## config.mk

```make
export PLATFORM = sky130hd
export DESIGN_NAME = rv_regfile
export DESIGN_NICKNAME = d
export VERILOG_FILES = /design/src/rv_regfile.sv
export SDC_FILE = /design/constraint.sdc
export NUM_CORES = 2
export LEC_CHECK = 0
export BUFFER_PORTS_ARGS = -buffer_cell sky130_fd_sc_hd__buf_2
export CAP_MARGIN = 20
export CORE_UTILIZATION = 29
export DETAILED_ROUTE_END_ITERATION = 12
export GPL_TIMING_DRIVEN = 0
export RECOVER_POWER = 100
export SETUP_SLACK_MARGIN = 0.1
export SLEW_MARGIN = 0
export SYNTH_ARGS = -nofsm -noshare
export SYNTH_HDL_FRONTEND = slang
export SYNTH_SLANG_ARGS = --single-unit
export TNS_END_PERCENT = 50
```

## constraint.sdc

```tcl
create_clock -name pclk -period 6.66 [get_ports pclk]
set_input_delay 0.999 -clock pclk [delete_from_list [all_inputs] [get_ports pclk]]
set_output_delay 0.999 -clock pclk [all_outputs]
set_load 0.02 [all_outputs]
```

## src/rv_regfile.sv

```systemverilog
`default_nettype none

module rv_regfile (
	input  logic        pclk,
	input  logic        reset,
	input  logic [4:0]  rs1_addr,
	input  logic [4:0]  rs2_addr,
	input  logic [4:0]  rd_addr,
	input  logic        rd_we,
	input  logic [31:0] wb_data,
	output logic [31:0] rs1_data,
	output logic [31:0] rs2_data
);

	// x0 has no storage and always reads as zero
	logic [31:0] regs [1:31];

	always_ff @(posedge pclk) begin
		if (reset) begin
			for (int i = 1; i < 32; i++)
				regs[i] <= '0;
		end else if (rd_we && rd_addr != 5'd0) begin
			regs[rd_addr] <= wb_data;
		end
	end

	assign rs1_data = (rs1_addr == 5'd0) ? 32'd0 : regs[rs1_addr];
	assign rs2_data = (rs2_addr == 5'd0) ? 32'd0 : regs[rs2_addr];

endmodule

`default_nettype wire

```

=== Yosys cells after proc, flatten, opt, wreduce, memory -nomap -nowiden ===
Memories as Yosys holds them, arrays and structs flattened.
Cells that the tools add are included.
Widths: inputs -> output; s select.

* Multiplexer cells: 10
* Reduce and logical (&&, ||, !) cells: 5

{| class="wikitable"
|+ Operator list
! cell !! number
|-
| $mux 32 || 3
|-
| $reduce_or 32->1 || 1
|-
| $logic_not 5->1 || 2
|-
| $mux 1 || 6
|-
| $mux 5 || 1
|-
| $reduce_bool 5->1 || 1
|-
| $logic_and 1x1->1 || 1
|}

* Register bits after elaboration: 0
* RAM bits: 992
* Input bits: 50
* Memories kept: 1

{| class="wikitable"
|+ Memory list
! name !! words !! width !! rd ports !! clocked after Yosys merged registers in !! wr ports !! RTL line !! text
|-
| regs || 31 || 32 || 2 || 0 || 31 || 16 || <nowiki>logic [31:0] regs [1:31];</nowiki>
|}

=== Longest topological paths before layout ===
* Depth in word-level cells: 7
* Mapped depth: 9

=== Least setup slack after synthesis ===
OpenSTA, ideal clock, no wires.

* Path type: input port to output port
* From: input rs2_addr[0]
* To: output rs2_data[30]
* Arrival: 2979 ps
* Slack: 2682 ps
* Stages: 6
* Cell sequence: clkbuf_2 buf_6 buf_4 mux4_2 mux2i_1 a2111oi_0

* Word-level cells in the longest chain between the ends: 2
* Elaborated cells on any way between the ends: 3
* Those cells by class: mux (1); reduce/logical (1); memory (1)

{| class="wikitable"
|+ Ends and longest elaborated chain
! item !! RTL line !! text
|-
| start: declaration || 7 || <nowiki>input logic [4:0] rs2_addr,</nowiki>
|-
| $mem_v2 31x32 or $logic_not 5->1 (tied branches) || -- ||
|-
| $mux 32 (*) || 28 || <nowiki>assign rs2_data = (rs2_addr == 5'd0) ? 32'd0 : regs[rs2_addr];</nowiki>
|-
| end: declaration || 12 || <nowiki>output logic [31:0] rs2_data</nowiki>
|}

Mark *: on every way between the ends. The rest lies on a longest branch, timed or not.

=== Final worst setup path ===
* From: input rs2_addr[2]
* To: output rs2_data[26]

The elaborated chain is that of the path after synthesis.

==> run metrics <==
Synth area leader=edfxtp_1; die extent in y=436 microns; DRC=0; routability cong.=0.985; nets=4136; fmax=0.147 GHz; Critical Path RT=~5.7 ns; synth top area cells=edfxtp_1 56%, mux4_2 15%, and2_1 11%, mux2i_1 5.9%, clkbuf_1 2.1%; Yosys top cell area share=between 50 and 60%; power per cell area=between 200 and 300 nW/um^2; RSZ-0062 raised after global routing=no; Post-DRT Antenna Nets=0; sequential-to-total area share from yosys stat=a little under three fifths; Largest Register=regs; hold_buf cts=0; worst hold slack=0.597 ns; CP Max Fanout=10; die width=436 microns; CTS H-Tree Depth=3; Mapped Cells=about 3800; total wire length=234000 microns; max-cap viol count=48; Final Setup Violations=3; Filler cells=18300; # resized after CTS=0; pre-CTS setup slack=0.350 ns; Post-synth EDFFs=roughly 1000; Post-Synthesis Cell Area=~55000 sq um; Post-synth ARST share=0%; row cnt=158; status=complete, but fails checks; vias in the first global route=37200; Placed Cells=6441; #FFs+latches synth=1024; die area=190000 sq um; yosys warns=0; largest net degree at the start of global routing=33; DR pass1 iterations=8; clock slew at reported path FFs=0.06 ns; final hold vios=0; final std cells w/o fill=6663; Layout area overhead=14.0%; vias per inst=5.76; Critical Path AT=5.82 ns; startpoint types=input pin; 1st-iter DRT viols=6239; area of the core=186000 sq um; Yosys cell types=44; crit share post-route=102%; setup bufs post-CTS=0; Bufs on Longest Clock Path=3; initial core utilization=29.3%; layout cells sized above 1=about 17%; max reg flops=1024; Worst Setup EP=rs2_data[26]; CP Capture Type=output port; clk root buf=clkbuf_16; vias=around 38000; Max-Slew Margin vs Limit=-133%; violated checks=max-capacitance violations, max-slew violations, negative setup slack; fin. max-slew vios=~890; GRT Total Usage=a little under a quarter; Syn Area/Cell=14.5 sq um; HP Class=in -> reg; Inserted Clock Buffers=113; WS Path Type=in -> out; crit path from=rs2_addr[2]; final critical-path required period=6.82 ns; number of antenna violations at the first check in global routing=14; Worst VDD drop=208 uV; gr ovfl total=0; Leakage=20.7 nW; Largest regs=regs x1024; Primary FF master, synth=edfxtp_1; CTS tree=yes; Slew @ Worst Pin=3.49 ns; post-DP HPWL=roughly 160000 microns; # clock sinks=1024; min setup slack post-route=-0.161 ns; PortBufs=108; first-pass GRT wire length=slightly above 300000 microns; WL/cell=35.1 microns; num ports=114
==> power by group <==
group | internal [mW] | switching, mW
Sequential | 7.47 | 0.200
Combinational | 0.733 | 1.42
Clock | 3.43 | 2.71
Total | 11.6 | 4.33
==> cell usage in the layout, fill, tap and decap left out, types with 5 or more instances in the layout <==
cell type  count
mux4_2       356
mux2i_1      322
buf_6         19
and2_0       470
o21ai_0       26
clkinv_2      12
a2111oi_0     24
a2111oi_1     28
mux2_2        34
a211oi_1      47
bufinv_16      8
nand2_1        6
and2_1       525
a22oi_1      104
clkbuf_1     432
clkinv_1      33
edfxtp_1    1024
buf_2        105
buf_4         20
o22ai_1       51
nor2b_1       56
nand3b_1       5
o21ai_1       10
buf_1          8
nor4_1        33
clkbuf_16    114
conb_1        32
diode_2        7
buf_8         15
nor3_1        26
a22o_1        51
or2_0         31
clkbuf_2       9
nor2_1        36
a21oi_1       56
==> how the worst min path moves through the flow <==
stage	startpoint	end	slack, ns	cells past startpoint
final	wb_data[30]	regs[0][30]	0.60	1
after global routing	wb_data[24]	regs[0][24]	0.59	1
after CTS	wb_data[30]	regs[0][30]	0.49	1
after detailed placement	wb_data[30]	regs[0][30]	1.25	1
after global placement	wb_data[30]	regs[0][30]	1.24	1
after floorplan	wb_data[0]	regs[0][0]	1.10	0
==> critical path, cell delays in order <==
cell	delay [ns]
buf_2	0.21
clkbuf_1	0.61
clkbuf_1	0.93
mux4_2	0.42
a22o_1	0.33
a2111oi_0	1.55
nor3_1	0.42
buf_2	0.31
==> per-layer routing <==
layer | up-vias | part of all wire, % | global-route usage, %
li1 | 15100 | - | -
met1 | 19600 | 36 | 29.0
met2 | 3045 | 43 | 35.6
met3 | 675 | 12 | 6.96
met4 | 10 | 9.0 | 17.9
met5 | - | 0.047 | 0
==> synthesized netlist by cell type, types with 23 or more instances <==
cell and instances:
a2111oi_0 23, clkbuf_1 302, and2_1 995, nor2_1 37, o22ai_1 51, nor2b_1 56
nor4_1 33, a2111oi_1 32, buf_2 56, mux4_2 356, a22oi_1 104, nor3_1 26
mux2i_1 322, edfxtp_1 1024, a21oi_1 56, a22o_1 51, a211oi_1 47, mux2_2 34
or2_2 32, o21ai_0 26
==> cell families (layout without fill, tap and decap cells) <==
family | after synthesis | in the layout | synth area share (%)
and+or+nand+nor | 1213 | 1213 | 13.7
DFF | 1024 | 1024 | 56.3
muxes | 712 | 712 | 21.3
buffers and inverters | 408 | 788 | 3.34
AOI/OAI and AO/OA | 407 | 407 | 5.39
other | 1 | 39 | 0.00686
==> per-stage QoR <==
step           area (sq um)  TNS [ns]  util [%]  total power, mW
2_1_floorplan         54700         0         -             8.87
3_3_place_gp          58400    -0.815      31.4             9.83
3_5_place_dp          59200         0      31.8             9.91
4_1_cts               62700         0      33.7             15.9
5_1_grt               62300         0      33.4             16.2
6_report              62300    -0.325      33.5             16.0
==> final cells by class <==
class	instances	area [sq um]	share of cell area (%)
flip-flops and latches	1024	30700	49.4
multi-input cells	2364	22200	35.6
well taps	2480	3100	4.98
clock buffers	142	2960	4.75
plain buffers	407	1820	2.92
repair buffers	175	925	1.48
clock inverters	63	531	0.852
diodes	7	17.5	0.0281
inverters	1	3.75	0.00603
Power figures use the tool's default switching activity.
