File: config.mk
export PLATFORM = sky130hd
export DESIGN_NAME = rv_alu
export DESIGN_NICKNAME = d
export VERILOG_FILES = /design/src/rv_pkg.sv /design/src/rv_alu.sv
export SDC_FILE = /design/constraint.sdc
export NUM_CORES = 1
export LEC_CHECK = 0
export ABC_AREA = 1
export BUFFER_PORTS_ARGS = -buffer_cell sky130_fd_sc_hd__buf_2
export CAP_MARGIN = 5
export CELL_PAD_IN_SITES_DETAIL_PLACEMENT = 1
export CELL_PAD_IN_SITES_GLOBAL_PLACEMENT = 1
export CORE_ASPECT_RATIO = 1.25
export CORE_UTILIZATION = 45
export DETAILED_ROUTE_END_ITERATION = 7
export GPL_TIMING_DRIVEN = 0
export PLACE_DENSITY_LB_ADDON = 0.1
export SYNTH_ARGS = -nofsm -noshare
export SYNTH_HDL_FRONTEND = slang
export SYNTH_SLANG_ARGS = --single-unit
File: constraint.sdc
create_clock -name vclk -period 8.9
set_input_delay 1.78 -clock vclk [all_inputs]
set_output_delay 1.78 -clock vclk [all_outputs]
set_load 0.01 [all_outputs]
File: src/rv_pkg.sv
`default_nettype none

package rv_pkg;

	// major opcodes of the RV32I subset handled by the core
	typedef enum logic [6:0] {
		opc_lui    = 7'b0110111,
		opc_auipc  = 7'b0010111,
		opc_jal    = 7'b1101111,
		opc_jalr   = 7'b1100111,
		opc_branch = 7'b1100011,
		opc_load   = 7'b0000011,
		opc_store  = 7'b0100011,
		opc_op_imm = 7'b0010011,
		opc_op     = 7'b0110011
	} opcode_e;

	// encoding is instruction bit 30 followed by funct3
	typedef enum logic [3:0] {
		alu_add  = 4'b0000,
		alu_sub  = 4'b1000,
		alu_sll  = 4'b0001,
		alu_slt  = 4'b0010,
		alu_sltu = 4'b0011,
		alu_xor  = 4'b0100,
		alu_srl  = 4'b0101,
		alu_sra  = 4'b1101,
		alu_or   = 4'b0110,
		alu_and  = 4'b0111
	} alu_op_e;

	typedef enum logic [2:0] {
		pc_plus4,
		pc_jal,
		pc_branch,
		pc_jalr,
		pc_boot
	} pc_sel_e;

	typedef enum logic [1:0] {
		wb_alu,
		wb_link,
		wb_load,
		wb_upper
	} wb_sel_e;

	typedef enum logic [1:0] {
		opb_rs2,
		opb_imm_i,
		opb_imm_s
	} opb_sel_e;

	typedef enum logic [1:0] {
		addr_pc,
		addr_alu,
		addr_boot
	} addr_sel_e;

	// selects driven by the sequencer into the datapath
	typedef struct packed {
		pc_sel_e   pc_sel;
		wb_sel_e   wb_sel;
		opb_sel_e  opb_sel;
		addr_sel_e addr_sel;
		logic      alu_add;
	} dp_ctrl_t;

	typedef struct packed {
		logic [31:0] paddr;
		logic [31:0] pwdata;
		logic        pwrite;
	} apb_req_t;

endpackage

`default_nettype wire
File: src/rv_alu.sv
`default_nettype none

module rv_alu (
	input  logic [31:0]     opa,
	input  logic [31:0]     opb,
	input  rv_pkg::alu_op_e alu_op,
	input  logic [2:0]      funct3,
	output logic [31:0]     alu_out,
	output logic            branch_taken
);
	import rv_pkg::*;

	logic [4:0] shamt;
	logic       eq;
	logic       lt;
	logic       ltu;

	assign shamt = opb[4:0];
	assign eq    = (opa == opb);
	assign lt    = ($signed(opa) < $signed(opb));
	assign ltu   = (opa < opb);

	always_comb begin
		case (alu_op)
			alu_sub:  alu_out = opa - opb;
			alu_sll:  alu_out = opa << shamt;
			alu_slt:  alu_out = {31'd0, lt};
			alu_sltu: alu_out = {31'd0, ltu};
			alu_xor:  alu_out = opa ^ opb;
			alu_srl:  alu_out = opa >> shamt;
			alu_sra:  alu_out = $signed(opa) >>> shamt;
			alu_or:   alu_out = opa | opb;
			alu_and:  alu_out = opa & opb;
			default:  alu_out = opa + opb;
		endcase
	end

	// branch compare uses funct3 directly, independent of alu_op
	always_comb begin
		case (funct3)
			3'b000:  branch_taken = eq;
			3'b001:  branch_taken = !eq;
			3'b100:  branch_taken = lt;
			3'b101:  branch_taken = !lt;
			3'b110:  branch_taken = ltu;
			3'b111:  branch_taken = !ltu;
			default: branch_taken = 1'b0;
		endcase
	end

endmodule

`default_nettype wire

After elaboration in Yosys (flattened, before gate mapping)
Cells that the tools add are included.
Cells by class
  $add $sub $neg: 2
  magnitude comparators: 2
  eq/ne operators: 15
  shift operators: 3
  muxes and demuxes: 2
  bitwise operators: 3
  reduce and logical (&&, ||, !) cells: 4
Operators by type and width (number)
  $pmux 32 s9: 1
  $lt 32x32->1: 2
  $add 32x32->32: 1
  $and 32x32->32: 1
  $eq 32x32->1: 1
  $or 32x32->32: 1
  $shl 32x5->32: 1
  $shr 32x5->32: 1
  $sshr 32x5->32: 1
  $sub 32x32->32: 1
  $xor 32x32->32: 1
  $eq 4x3->1 const B: 4
  $eq 3x3->1 const B: 4
  $eq 4x2->1 const B: 2
  $eq 4x4->1 const B: 2
  $pmux 1 s6: 1
  $eq 4x1->1 const B: 1
  $eq 3x1->1 const B: 1
  $logic_not 1->1: 3
  $logic_not 3->1: 1
Storage, ports and cells
  register bits after elaboration: 0
  bits of input ports: 71
  output and inout bits: 33
  logic and storage cells: 31

Logic depth before layout (Yosys ltp)
  depth after elaboration: 3
  depth in mapped cells: 20
  gate-level depth less buffers: 19

Worst setup path after synthesis
No wires, ideal clock.
  path kind: input-to-output
  start: input port opb[3]
  end: output port branch_taken
  arrival: 3.812 ns
  slack: 3.308 ns
  cell stages on the path: 19
  path buffers: 3
  path through: buf_2 > inv_2 > clkbuf_1 > ha_1 > buf_6 > inv_1 > nand2_1 > nor2_2 > nand3_2 > nand2_2 > nand2_1 > nand2_2 > nand2_2 > nand2_2 > nand2_1 > nand2_1 > nand2_2 > nand3_1 > nand3_2
On the way
  word-level cells in the longest chain between the ends: 3
RTL lines
  from (decl): line rv_alu.sv:5  | input logic [31:0] opb,
  $lt 32x32->1, or another cell as far along: line rv_alu.sv:21  | assign ltu = (opa < opb);
  $logic_not 1->1 (on tied branches): line rv_alu.sv:46, rv_alu.sv:42, rv_alu.sv:44
  $pmux 1 s6 *: line rv_alu.sv:40  | case (funct3)
  to (decl): line rv_alu.sv:9  | output logic branch_taken
Mark *: on every way between the ends. The rest lies on a longest branch, timed or not.

Worst setup path in the final report
  start: input port opb[2]
  end: output port alu_out[27]
On the way
  word-level cells in the longest chain between the ends: 2
RTL lines
  $add 32x32->32, or another cell as far along: line rv_alu.sv:34  | default: alu_out = opa + opb;
  $pmux 32 s9 *: line rv_alu.sv:24  | case (alu_op)
  to (decl): line rv_alu.sv:8  | output logic [31:0] alu_out,
Marked as above.

==> flow_metrics.tcl <==
set metrics [dict create \
    post-route-min-period_ns 7.26 \
    maxSlewHeadroom 0.390 \
    cp.required_ns 7.12 \
    maxSlewViolCount 0 \
    dieArea_sq_mm 0.0217 \
    synth.yosys.seq_area_share 0 \
    fillers 3272 \
    seq_cell_count 0 \
    timing.fmax_ghz 0.138 \
    n_clock_buffer 0 \
    via_per_inst 6.48 \
    run_status "complete, no violations" \
    firstDrtPassIters 5 \
    die_h_um 164 \
    place_inst 2211 \
    placed_cell_area_sq_mm 0.0103 \
    fin_crit_sh 0.815 \
    ios 104 \
    grt_pass1_wl_um 83800 \
    p_leak_uw 0.00551 \
    hold_buffers 0 \
    synth_compound_area_frac 0.251 \
    stdcell_count 2212 \
    yosys.area_share.xor_xnor 0.0120 \
    crit_type "in2out" \
    drt_wl_total_um 57700 \
    fin_nets 2109 \
    hold_class "in2out" \
    placementRows 59 \
    post_cts_resized 0 \
    grt_max_degree 14 \
    synth_area_per_cell_sq_um 5.17 \
    start_util 0.457 \
    final_cell_mix "558 x nand2_1, 209 x inv_1, 157 x nor2_1" \
    vias 14300 \
    wl_per_cell_um 26.1 \
    cp_slowest_cell "o21ai_1" \
    grt-ovfl-total 0 \
    worstMarginPinSlew_ns 0.908 \
    grt_pass1_vias 14100 \
    tns_ns 0 \
    ys_types 52 \
    place.detailed.hpwl_um 48800 \
    synthSimpleGateAreaFrac 0.440 \
    cts_setup_buffers 0 \
    route.detailed.drc 0 \
    stdcell_area_sq_mm 0.0103 \
    gp_congestion 1.12 \
    track_usage 0.518 \
    port_buffers 103 \
    drv_cap 0 \
    synthMuxAreaShare 0.0127 \
    antenna_found_initial 3 \
    yosys_warnings 0 \
    start_kind "input port" \
    syn-cell-area_sq_mm 0.00948 \
    area_growth_pct 9.08 \
    vdd_drop_max_mv 0.0399 \
    layout_commonest_cell "nand2_1" \
    hold_viol 0 \
    layout-drive-gt1-share 0.134 \
    syn_inst 1834 \
    p_per_area_mw_per_mm2 71.7 \
    cp_max_fo 11 \
    rsz0062_at_grt "no" \
    cp_cell_sequence "buf_2 -> inv_2 -> clkbuf_1 -> buf_2 -> ha_1 -> buf_4 -> nand3_1 -> nand2_1 -> nand2_1 -> nand3_1 -> inv_1 -> o21ai_1 -> nand4_1 -> nand2_1 -> nand2_1 -> nand3_1 -> nand3_1 -> buf_2" \
    synth_top_family_by_area "simple AND/OR/NAND/NOR gates" \
    setup-violations-final 0 \
    drtIter0Drc 1384 \
    cpPeakStageDelay_ns 0.73 \
    worstSetupEndpointType "output port" \
    seq_area_sq_um 0 \
    syn-num-nets 2004 \
    synth_fa_ha_area_frac 0.132 \
    core_area_sq_mm 0.0207 \
    die_w_um 132 \
    worstPathArrival_ns 5.48 \
    ant_nets 0 \
]
## layer usage
metal | track usage | vias to the layer above | share of wire | wire length (um)
li1 | - | 6244 | - | -
met1 | 0.567 | 6774 | 0.36 | 20600
met2 | 0.846 | 932 | 0.44 | 25300
met3 | 0.119 | 378 | 0.098 | 5660
met4 | 0.462 | 4 | 0.11 | 6060
met5 | 0 | - | 0.00045 | 26
## cells by family after synthesis
logic type	count (synthesis)
XOR/XNOR	13
buffers and inverters	324
multiplexers	12
AO/OA/AOI/OAI	407
AND/OR/NAND/NOR	979
adder cells (fa/ha/maj)	99
## layout make-up
class / count / area (sq um) / area share
timing repair buffer: 103 / 515 / 0.0498
antenna: 1 / 2.50 / 0.000242
inverter: 238 / 896 / 0.0866
multi-input combinational: 1510 / 8050 / 0.778
tap: 274 / 343 / 0.0332
buffer: 86 / 538 / 0.0520
## where the power goes
group / switching [uW] / internal (uW) / total, uW
clock network: 0 / 0.00000567 / 0.00000568
registers: 0 / 0 / 0
logic: 526 / 215 / 742
## worst paths after layout
kind	startpoint	end	slack [ns]	depth (start not counted)
setup / recovery	opb[2]	alu_out[27]	1.64	18
hold / removal	funct3[0]	branch_taken	4.00	5
## cell usage after synthesis, types with 3 or more instances
library cell,count,share of area
nand3b_1,3,0.0024
o21bai_1,15,0.012
nand2_2,25,0.016
buf_1,10,0.0040
a221oi_1,4,0.0037
or2_1,5,0.0033
and2_1,3,0.0020
xor2_1,13,0.012
or2_0,4,0.0026
o21ai_1,61,0.032
nand2_1,558,0.22
mux2i_1,12,0.013
ha_1,97,0.13
buf_4,17,0.013
or2_2,3,0.0020
nand4_1,33,0.022
nor3_1,19,0.010
nor2_2,9,0.0059
o21ai_0,108,0.057
a21boi_0,4,0.0032
o211ai_1,29,0.023
inv_1,209,0.083
o21a_1,16,0.013
o221ai_1,8,0.0074
a211oi_1,12,0.0095
o22ai_1,17,0.011
a21oi_2,7,0.0065
nor2_1,157,0.062
a21oi_1,106,0.056
buf_2,37,0.020
buf_6,14,0.017
o21ai_2,5,0.0046
nor4_1,5,0.0033
nand3_1,146,0.077
clkbuf_1,8,0.0032
a31oi_1,6,0.0040
o2111ai_1,4,0.0037
inv_2,28,0.011
## stage by stage
stage                     utilization  worst slack [ns]  hold WS, ns  power (uW)
after floorplan                     -              3.31         3.76         440
after global placement          0.498              2.06         3.99         682
after detailed placement        0.498              2.03         4.01         702
after CTS                       0.498              2.02         4.01         705
after global routing            0.498              1.54         4.05         782
final                           0.499              1.64         4.00         742
## critical path, delay by kind of cell
kind	cells	cell delay, ns
simple gates	9	1.16
compound gates	1	0.73
buf+inv	7	1.62
fa+ha+maj	1	0.17
Power figures use the tool's default switching activity.
