`src/rv_pkg.sv`:
```
`default_nettype none

package rv_pkg;

	// major opcodes of the RV32I subset handled by the core
	typedef enum logic [6:0] {
		opc_lui    = 7'b0110111,
		opc_auipc  = 7'b0010111,
		opc_jal    = 7'b1101111,
		opc_jalr   = 7'b1100111,
		opc_branch = 7'b1100011,
		opc_load   = 7'b0000011,
		opc_store  = 7'b0100011,
		opc_op_imm = 7'b0010011,
		opc_op     = 7'b0110011
	} opcode_e;

	// encoding is instruction bit 30 followed by funct3
	typedef enum logic [3:0] {
		alu_add  = 4'b0000,
		alu_sub  = 4'b1000,
		alu_sll  = 4'b0001,
		alu_slt  = 4'b0010,
		alu_sltu = 4'b0011,
		alu_xor  = 4'b0100,
		alu_srl  = 4'b0101,
		alu_sra  = 4'b1101,
		alu_or   = 4'b0110,
		alu_and  = 4'b0111
	} alu_op_e;

	typedef enum logic [2:0] {
		pc_plus4,
		pc_jal,
		pc_branch,
		pc_jalr,
		pc_boot
	} pc_sel_e;

	typedef enum logic [1:0] {
		wb_alu,
		wb_link,
		wb_load,
		wb_upper
	} wb_sel_e;

	typedef enum logic [1:0] {
		opb_rs2,
		opb_imm_i,
		opb_imm_s
	} opb_sel_e;

	typedef enum logic [1:0] {
		addr_pc,
		addr_alu,
		addr_boot
	} addr_sel_e;

	// selects driven by the sequencer into the datapath
	typedef struct packed {
		pc_sel_e   pc_sel;
		wb_sel_e   wb_sel;
		opb_sel_e  opb_sel;
		addr_sel_e addr_sel;
		logic      alu_add;
	} dp_ctrl_t;

	typedef struct packed {
		logic [31:0] paddr;
		logic [31:0] pwdata;
		logic        pwrite;
	} apb_req_t;

endpackage

`default_nettype wire
```
`src/rv_control.sv`:
```
`default_nettype none

module rv_control #(
	parameter logic [31:0] RESET_VECTOR_ADDR = 32'h0000_0000
) (
	input  logic             pclk,
	input  logic             reset,
	input  logic [31:0]      prdata,
	input  logic             pready,
	input  logic             branch_taken,
	input  logic [31:0]      next_pc,
	output logic             psel,
	output logic             penable,
	output rv_pkg::dp_ctrl_t ctrl,
	output logic [31:0]      instruction,
	output logic [31:0]      pc,
	output logic [31:0]      load_data,
	output logic             rd_we
);
	import rv_pkg::*;

	typedef enum logic [2:0] {
		st_boot_setup,
		st_boot_access,
		st_fetch_setup,
		st_fetch_access,
		st_execute,
		st_mem_setup,
		st_mem_access,
		st_writeback
	} state_e;

	state_e   state;
	state_e   next_state;
	opcode_e  opcode;
	logic     boot_done;
	logic     opcode_valid;
	logic     is_mem;
	logic     is_store;
	logic     exec_we;
	logic     pc_load;
	wb_sel_e  exec_wb_sel;
	pc_sel_e  exec_pc_sel;
	opb_sel_e dec_opb_sel;

	assign opcode = opcode_e'(instruction[6:0]);

	// decode of the instruction register, used from execute onwards
	always_comb begin
		opcode_valid = 1'b1;
		is_mem       = 1'b0;
		is_store     = 1'b0;
		exec_we      = 1'b0;
		pc_load      = 1'b0;
		exec_wb_sel  = wb_alu;
		exec_pc_sel  = pc_plus4;
		dec_opb_sel  = opb_rs2;
		case (opcode)
			opc_lui, opc_auipc: begin
				exec_we     = 1'b1;
				exec_wb_sel = wb_upper;
			end
			opc_jal: begin
				exec_we     = 1'b1;
				exec_wb_sel = wb_link;
				exec_pc_sel = pc_jal;
				pc_load     = 1'b1;
			end
			opc_jalr: begin
				exec_we     = 1'b1;
				exec_wb_sel = wb_link;
				exec_pc_sel = pc_jalr;
				dec_opb_sel = opb_imm_i;
				pc_load     = 1'b1;
			end
			opc_branch: begin
				// a branch not taken keeps the pc advanced at fetch
				exec_pc_sel = branch_taken ? pc_branch : pc_plus4;
				pc_load     = branch_taken;
			end
			opc_load: begin
				is_mem      = 1'b1;
				dec_opb_sel = opb_imm_i;
			end
			opc_store: begin
				is_mem      = 1'b1;
				is_store    = 1'b1;
				dec_opb_sel = opb_imm_s;
			end
			opc_op_imm: begin
				exec_we     = 1'b1;
				dec_opb_sel = opb_imm_i;
			end
			opc_op: exec_we = 1'b1;
			default: opcode_valid = 1'b0;
		endcase
	end

	always_comb begin
		ctrl.pc_sel   = pc_plus4;
		ctrl.wb_sel   = wb_alu;
		ctrl.opb_sel  = dec_opb_sel;
		ctrl.addr_sel = addr_pc;
		ctrl.alu_add  = (opcode == opc_load) || (opcode == opc_store) || (opcode == opc_jalr);
		rd_we         = 1'b0;
		case (state)
			st_boot_setup, st_boot_access: ctrl.addr_sel = addr_boot;
			st_execute: begin
				ctrl.pc_sel = exec_pc_sel;
				ctrl.wb_sel = exec_wb_sel;
				rd_we       = exec_we;
			end
			st_mem_setup, st_mem_access: ctrl.addr_sel = addr_alu;
			st_writeback: begin
				// the first writeback after reset carries the boot vector
				ctrl.pc_sel = boot_done ? pc_plus4 : pc_boot;
				ctrl.wb_sel = wb_load;
				rd_we       = boot_done;
			end
			default: ctrl.addr_sel = addr_pc;
		endcase
	end

	always_comb begin
		next_state = state;
		case (state)
			st_boot_setup:   next_state = psel ? st_boot_access : st_boot_setup;
			st_boot_access:  next_state = pready ? st_writeback : st_boot_access;
			st_fetch_setup:  next_state = st_fetch_access;
			st_fetch_access: next_state = pready ? st_execute : st_fetch_access;
			st_execute:      next_state = is_mem ? st_mem_setup : st_fetch_setup;
			st_mem_setup:    next_state = st_mem_access;
			st_mem_access: begin
				if (pready)
					next_state = is_store ? st_fetch_setup : st_writeback;
			end
			default:         next_state = st_fetch_setup;
		endcase
	end

	always_ff @(posedge pclk) begin
		if (reset) begin
			state       <= st_boot_setup;
			psel        <= 1'b0;
			penable     <= 1'b0;
			boot_done   <= 1'b0;
			pc          <= '0;
			instruction <= '0;
		end else begin
			state   <= next_state;
			psel    <= next_state inside {st_boot_setup, st_boot_access, st_fetch_setup,
				st_fetch_access, st_mem_setup, st_mem_access};
			penable <= next_state inside {st_boot_access, st_fetch_access, st_mem_access};
			if (state == st_fetch_access && pready) begin
				instruction <= prdata;
				pc          <= next_pc;
			end
			if (state == st_execute && pc_load)
				pc <= next_pc;
			if (state == st_writeback && !boot_done) begin
				pc        <= next_pc;
				boot_done <= 1'b1;
			end
		end
	end

	// boot vector and load data share one register
	always_ff @(posedge pclk) begin
		if (pready && (state == st_boot_access || (state == st_mem_access && !is_store)))
			load_data <= prdata;
	end

	a_psel_fall: assert property (@(posedge pclk) disable iff (reset)
		$fell(psel) |-> $past(pready && penable));

	// an access cycle always sits under psel that was already raised for setup
	a_penable_psel: assert property (@(posedge pclk) disable iff (reset)
		penable |-> psel && $past(psel));

	a_opcode_known: assert property (@(posedge pclk) disable iff (reset)
		(state == st_execute) |-> opcode_valid);

	// a vector pointing back at its own slot would run the vector as code
	a_boot_vector: assert property (@(posedge pclk) disable iff (reset)
		(state == st_writeback && !boot_done)
			|-> (load_data[1:0] == 2'b00 && load_data != RESET_VECTOR_ADDR));

endmodule

`default_nettype wire

```
`config.mk`:
```
export PLATFORM = sky130hd
export DESIGN_NAME = rv_control
export DESIGN_NICKNAME = d
export VERILOG_FILES = /design/src/rv_pkg.sv /design/src/rv_control.sv
export SDC_FILE = /design/constraint.sdc
export NUM_CORES = 1
export LEC_CHECK = 0
export ABC_AREA = 1
export BUFFER_PORTS_ARGS = -buffer_cell sky130_fd_sc_hd__buf_2
export CAP_MARGIN = 20
export CORE_MARGIN = 1
export CORE_UTILIZATION = 47
export CTS_CLUSTER_SIZE = 10
export DETAILED_ROUTE_END_ITERATION = 8
export MAX_ROUTING_LAYER = met4
export PLACE_DENSITY_LB_ADDON = 0.12
export SETUP_SLACK_MARGIN = 0.2
export SLEW_MARGIN = 5
export SYNTH_ARGS = -nofsm -noshare
export SYNTH_HDL_FRONTEND = slang
export SYNTH_SLANG_ARGS = --single-unit
```
`constraint.sdc`:
```
create_clock -name pclk -period 4.1 [get_ports pclk]
set_clock_uncertainty 0.05 [all_clocks]
set_input_delay 0.205 -clock pclk [delete_from_list [all_inputs] [get_ports pclk]]
set_output_delay 0.205 -clock pclk [all_outputs]
set_load 0.01 [all_outputs]
```
# == After elaboration in Yosys (flattened, before gate mapping) ==
# Index checks and enable logic that the tools add are counted.
# W data, S select, Z words.
# word_totals
reg_bits,102
input_bits,68
elab_cells,72
# op_classes
eq_ne,21
muxes,22
reduce_logical,22
# op_table
operator,n
$mux W32,3
$eq A7 B6 Y1 const B,3
$eq A7 B7 Y1 const B,3
$pmux W3 S7,1
$eq A3 B3 Y1 const B,6
$mux W3,6
$eq A7 B5 Y1 const B,2
$eq A3 B2 Y1 const B,4
$pmux W2 S2,3
$pmux W5 S2,1
$reduce_or A2 Y1,5
$eq A7 B2 Y1 const B,1
$eq A3 B1 Y1 const B,2
$logic_not A3 Y1,2
$pmux W2 S3,1
$reduce_bool A3 Y1,2
$reduce_bool A6 Y1,1
$reduce_or A6 Y1,1
$logic_and A1 B1 Y1,5
$mux W1,4
$pmux W1 S2,2
$logic_or A1 B1 Y1,3
$reduce_or A3 Y1,1
$logic_not A1 Y1,2
$mux W2,1

# == Longest topological paths before layout ==
# logic_depth
depth_word,7
ltp_mapped,12

# == Least setup slack after synthesis ==
# No wires, ideal clock.
# synth_timing
path_kind,register to register
startpoint,register state[1]
endpoint,"register load_data[0], enable pin"
t_arrival_ps,2852
path_slack_ps,732
path_stages_with_launch,5
n_path_buf,1
period_less_slack_ps,3368
path_cell_list,dfxtp_1 -> buf_6 -> inv_1 -> nand2_1 -> o21ai_0
# synth_via
elab_chain_cells,4
elab_cells_between_ends,5
# synth_lines
element,line,rtl
start: declaration,rv_control.sv:33,state_e state;
start signal: assignment,rv_control.sv:143,state <= st_boot_setup;
start signal: assignment,rv_control.sv:150,state <= next_state;
$eq A3 B3 Y1,rv_control.sv:169,if (pready && (state == st_boot_access || (state == st_mem_access && !is_store)))
$logic_and A1 B1 Y1,rv_control.sv:169,
$logic_or A1 B1 Y1 (*),rv_control.sv:169,
$logic_and A1 B1 Y1 (*),rv_control.sv:169,
end signal: assignment,rv_control.sv:170,load_data <= prdata;
end: declaration,rv_control.sv:17,"output logic [31:0] load_data,"
# Every way passes the cells marked *; elsewhere a longest branch is shown, timed or not.
# A chain may end at the register's enable or synchronous reset.

# == Worst setup path after layout ==
# layout_timing
startpoint,register state[1]
endpoint,register pc[5]
# layout_via
elab_chain_cells,4
elab_cells_between_ends,9
# layout_lines
element,line,rtl
$eq A3 B3 Y1,rv_control.sv:158,if (state == st_execute && pc_load)
$logic_and A1 B1 Y1,rv_control.sv:158,
$mux W32,rv_control.sv:158,
$mux W32,rv_control.sv:160,if (state == st_writeback && !boot_done) begin
end signal: assignment,rv_control.sv:156,pc <= next_pc;
end signal: assignment,rv_control.sv:159,pc <= next_pc;
end signal: assignment,rv_control.sv:161,pc <= next_pc;
end: declaration,rv_control.sv:16,"output logic [31:0] pc,"
# Parallel ways exist; a longest one is shown, timed or not.

==> summary.md <==
| Metric | Value |
|---|---|
| Hold_ws | `0.0207 ns` |
| Ys Warns | `0` |
| Worst R2R Path Depth | `9` |
| Die height | `95.3 um` |
| Fmax | `373 MHz` |
| Maxcap violations | `0` |
| Final Core Density | `0.654` |
| Num rows | `33` |
| Register area share after synthesis | `0.578` |
| First-pass GRT wire length | `15800 um` |
| Pre-CTS setup slack | `1.40 ns` |
| Pre-Repair DR Iteration Count | `6` |
| Largest cells by area after synthesis | `dfxtp_1 (34%), edfxtp_1 (23%), nand2_1 (5.3%), nor2_2 (4.9%), nand3_1 (4.4%)` |
| Max Root-Sink Buffers | `2` |
| Endpoints failing hold | `0` |
| Crit Path Max Fanout | `38` |
| Async SR Flop Fraction | `0` |
| DRT iter0 DRCs | `151` |
| CTS tree | `done` |
| CP startpoint kind | `flip-flop` |
| Hold Crit Class | `in2reg` |
| Relative slew slack | `0.311` |
| PD cells | `401 nW/um^2` |
| DR WL/cell | `13.6 um` |
| Max IR drop VDD | `176 uV` |
| Status | `finished clean` |
| Synth-to-layout area growth | `32.6%` |
| Core footprint | `8300 um^2` |
| Clock sink count | `102` |
| Fin. max-slew vios | `0` |
| Gate Count Post-Synth | `428` |
| Post-synth top area share | `0.343` |
| Post-DP HPWL | `6770 um` |
| CTS root buf | `clkbuf_8` |
| Ant diodes | `0` |
| Initial Util | `0.493` |
| Initial antenna violation count | `0` |
| Crit. End Element | `flip-flop` |
| Syn Nets | `496` |
| RSZ-0062 raised after global routing | `no` |
| FF+latch count, synth | `102` |
| Critical path's slowest cell | `dfxtp_1` |
| Slowest stage delay, CP | `0.58 ns` |
| DRC | `0` |
| Die X | `95.3 um` |
| Share of post-route cells with drive strength above 1 | `0.397` |
| TNS Setup | `0 ns` |
| RePlAce Congestion | `0.800` |
| Critical path class | `reg2reg` |
| Crit path cell chain | `nand2_2, nor2_4, nand2_4, o21ai_4, nor2_8, nand2_8, inv_8, nor2_1, nor2_1` |
| Worst Hold Depth | `3` |
| Antenna viol nets, final | `0` |
| Post-DR vias/cell | `4.87` |
| DR vias | `3562` |
| Final setup fails | `0` |
| Layout net count | `690` |
| Mapped Area | `4090 um^2` |
| Top FF cell, synth | `dfxtp_1` |
| EDFF count, synth | `32` |
| Largest net degree at the start of global routing | `40` |
| Global route overflow | `0` |
| Synth cell types | `30` |
| Vias in the first global route | `3425` |
| Tot GR Track Use | `0.231` |
| Slew @ Worst Pin | `1.03 ns` |
| Worst EP arrival | `2.88 ns` |
| Clock buffer count from CTS | `9` |
| Die ar. | `9080 um^2` |
| Syn avg cell area | `9.56 um^2` |
| Worst Path Required | `4.30 ns` |
| Worst path most repeated cell | `nor2_1` |
| Most frequent cell after synthesis | `dfxtp_1` |
| Cts hold-fix bufs | `32` |
| PostCTS Resize Cnt | `0` |
| Worst skew pair latency | `0.35 ns` |
| IO Count | `177` |
| Overall power | `0.00217 W` |
| Final worst-path setup slack | `1.42 ns` |
| DRT Wirelength | `9930 um` |
| Final min period | `2.68 ns` |
| Pleak | `2.52 nW` |
| Cell taking the most area after synthesis | `dfxtp_1` |
| Setup bufs post-CTS | `0` |
| Buffers added on ports | `176` |
| Period utilization | `0.654` |
| Worst-path clk slew | `0.10 ns` |
| Synth top cells by count | `dfxtp_1 (70), nand2_1 (58), nor2_1 (48)` |
| CTS H-tree depth | `3` |
[power by group]
part	leakage [nW]	switching [W]	internal, W
logic	1.57	0.000250	0.000162
clock network	0.0898	0.000346	0.000230
registers	0.860	0.0000518	0.00114
[critical path, delay by kind of cell, from the launching register on]
| kind | cells | cell delay, ns |
|---|---|---|
| AND/OR/NAND/NOR | 7 | 1.56 |
| flip-flops | 1 | 0.58 |
| AO/OA/AOI/OAI | 1 | 0.21 |
| buffers and inverters | 1 | 0.15 |
[path summary, 6_finish.rpt]
kind	start	to	slack (ns)
max	state[1]	pc[5]	1.42
min	next_pc[20]	pc[20]	0.02
min reg2reg	instruction[14]	instruction[14]	0.42
max reg2reg	state[1]	pc[5]	1.42
[cells in the final DEF (no fill, tap or decap), drive strengths merged, types with 4 or more instances in the layout]
cell type | netlist | final
buf | 16 | 177
nand3 | 39 | 39
nor2 | 87 | 87
nand2 | 64 | 64
clkinv | 1 | 4
edfxtp | 32 | 32
inv | 27 | 29
dlygate4sd3 | 0 | 32
clkbuf | 10 | 11
a21oi | 35 | 35
o21ai | 44 | 44
dfxtp | 70 | 70
[layer usage]
metal,vias up,wire (um),GRT usage,share of wire
met5,-,0,-,0
met4,0,132,0.0884,0.013
met3,10,842,0.0502,0.085
met2,162,4570,0.377,0.46
met1,1599,4380,0.278,0.44
li1,1791,-,-,-
[flip-flops by register name, indices dropped and copies added (netlist names)]
register and count:
boot_done 1, load_data 32, state 3, pc 32, psel 1, penable 1
instruction 32
[through the flow]
stage | instances | area, um^2
2_1_floorplan | 428 | 4090
3_3_place_gp | 683 | 4900
3_5_place_dp | 683 | 4900
4_1_cts | 731 | 5400
5_1_grt | 732 | 5430
6_report | 732 | 5430
[cells by family (layout without fill, tap and decap cells)]
family,Yosys count,count (layout),synth area share
buffers and inverters,54,253,0.0801
DFF,102,102,0.578
and+or+nand+nor,191,191,0.239
AOI/OAI and AO/OA,81,81,0.103
[area by class of cell]
class / count / area (um^2)
fill: 736 / 2870
timing repair buffer: 209 / 1230
clock buffer: 11 / 131
multi-input combinational: 272 / 1410
inverter: 28 / 118
sequential: 102 / 2360
tap: 105 / 131
clock inverter: 5 / 42.5
Power figures use the tool's default switching activity.
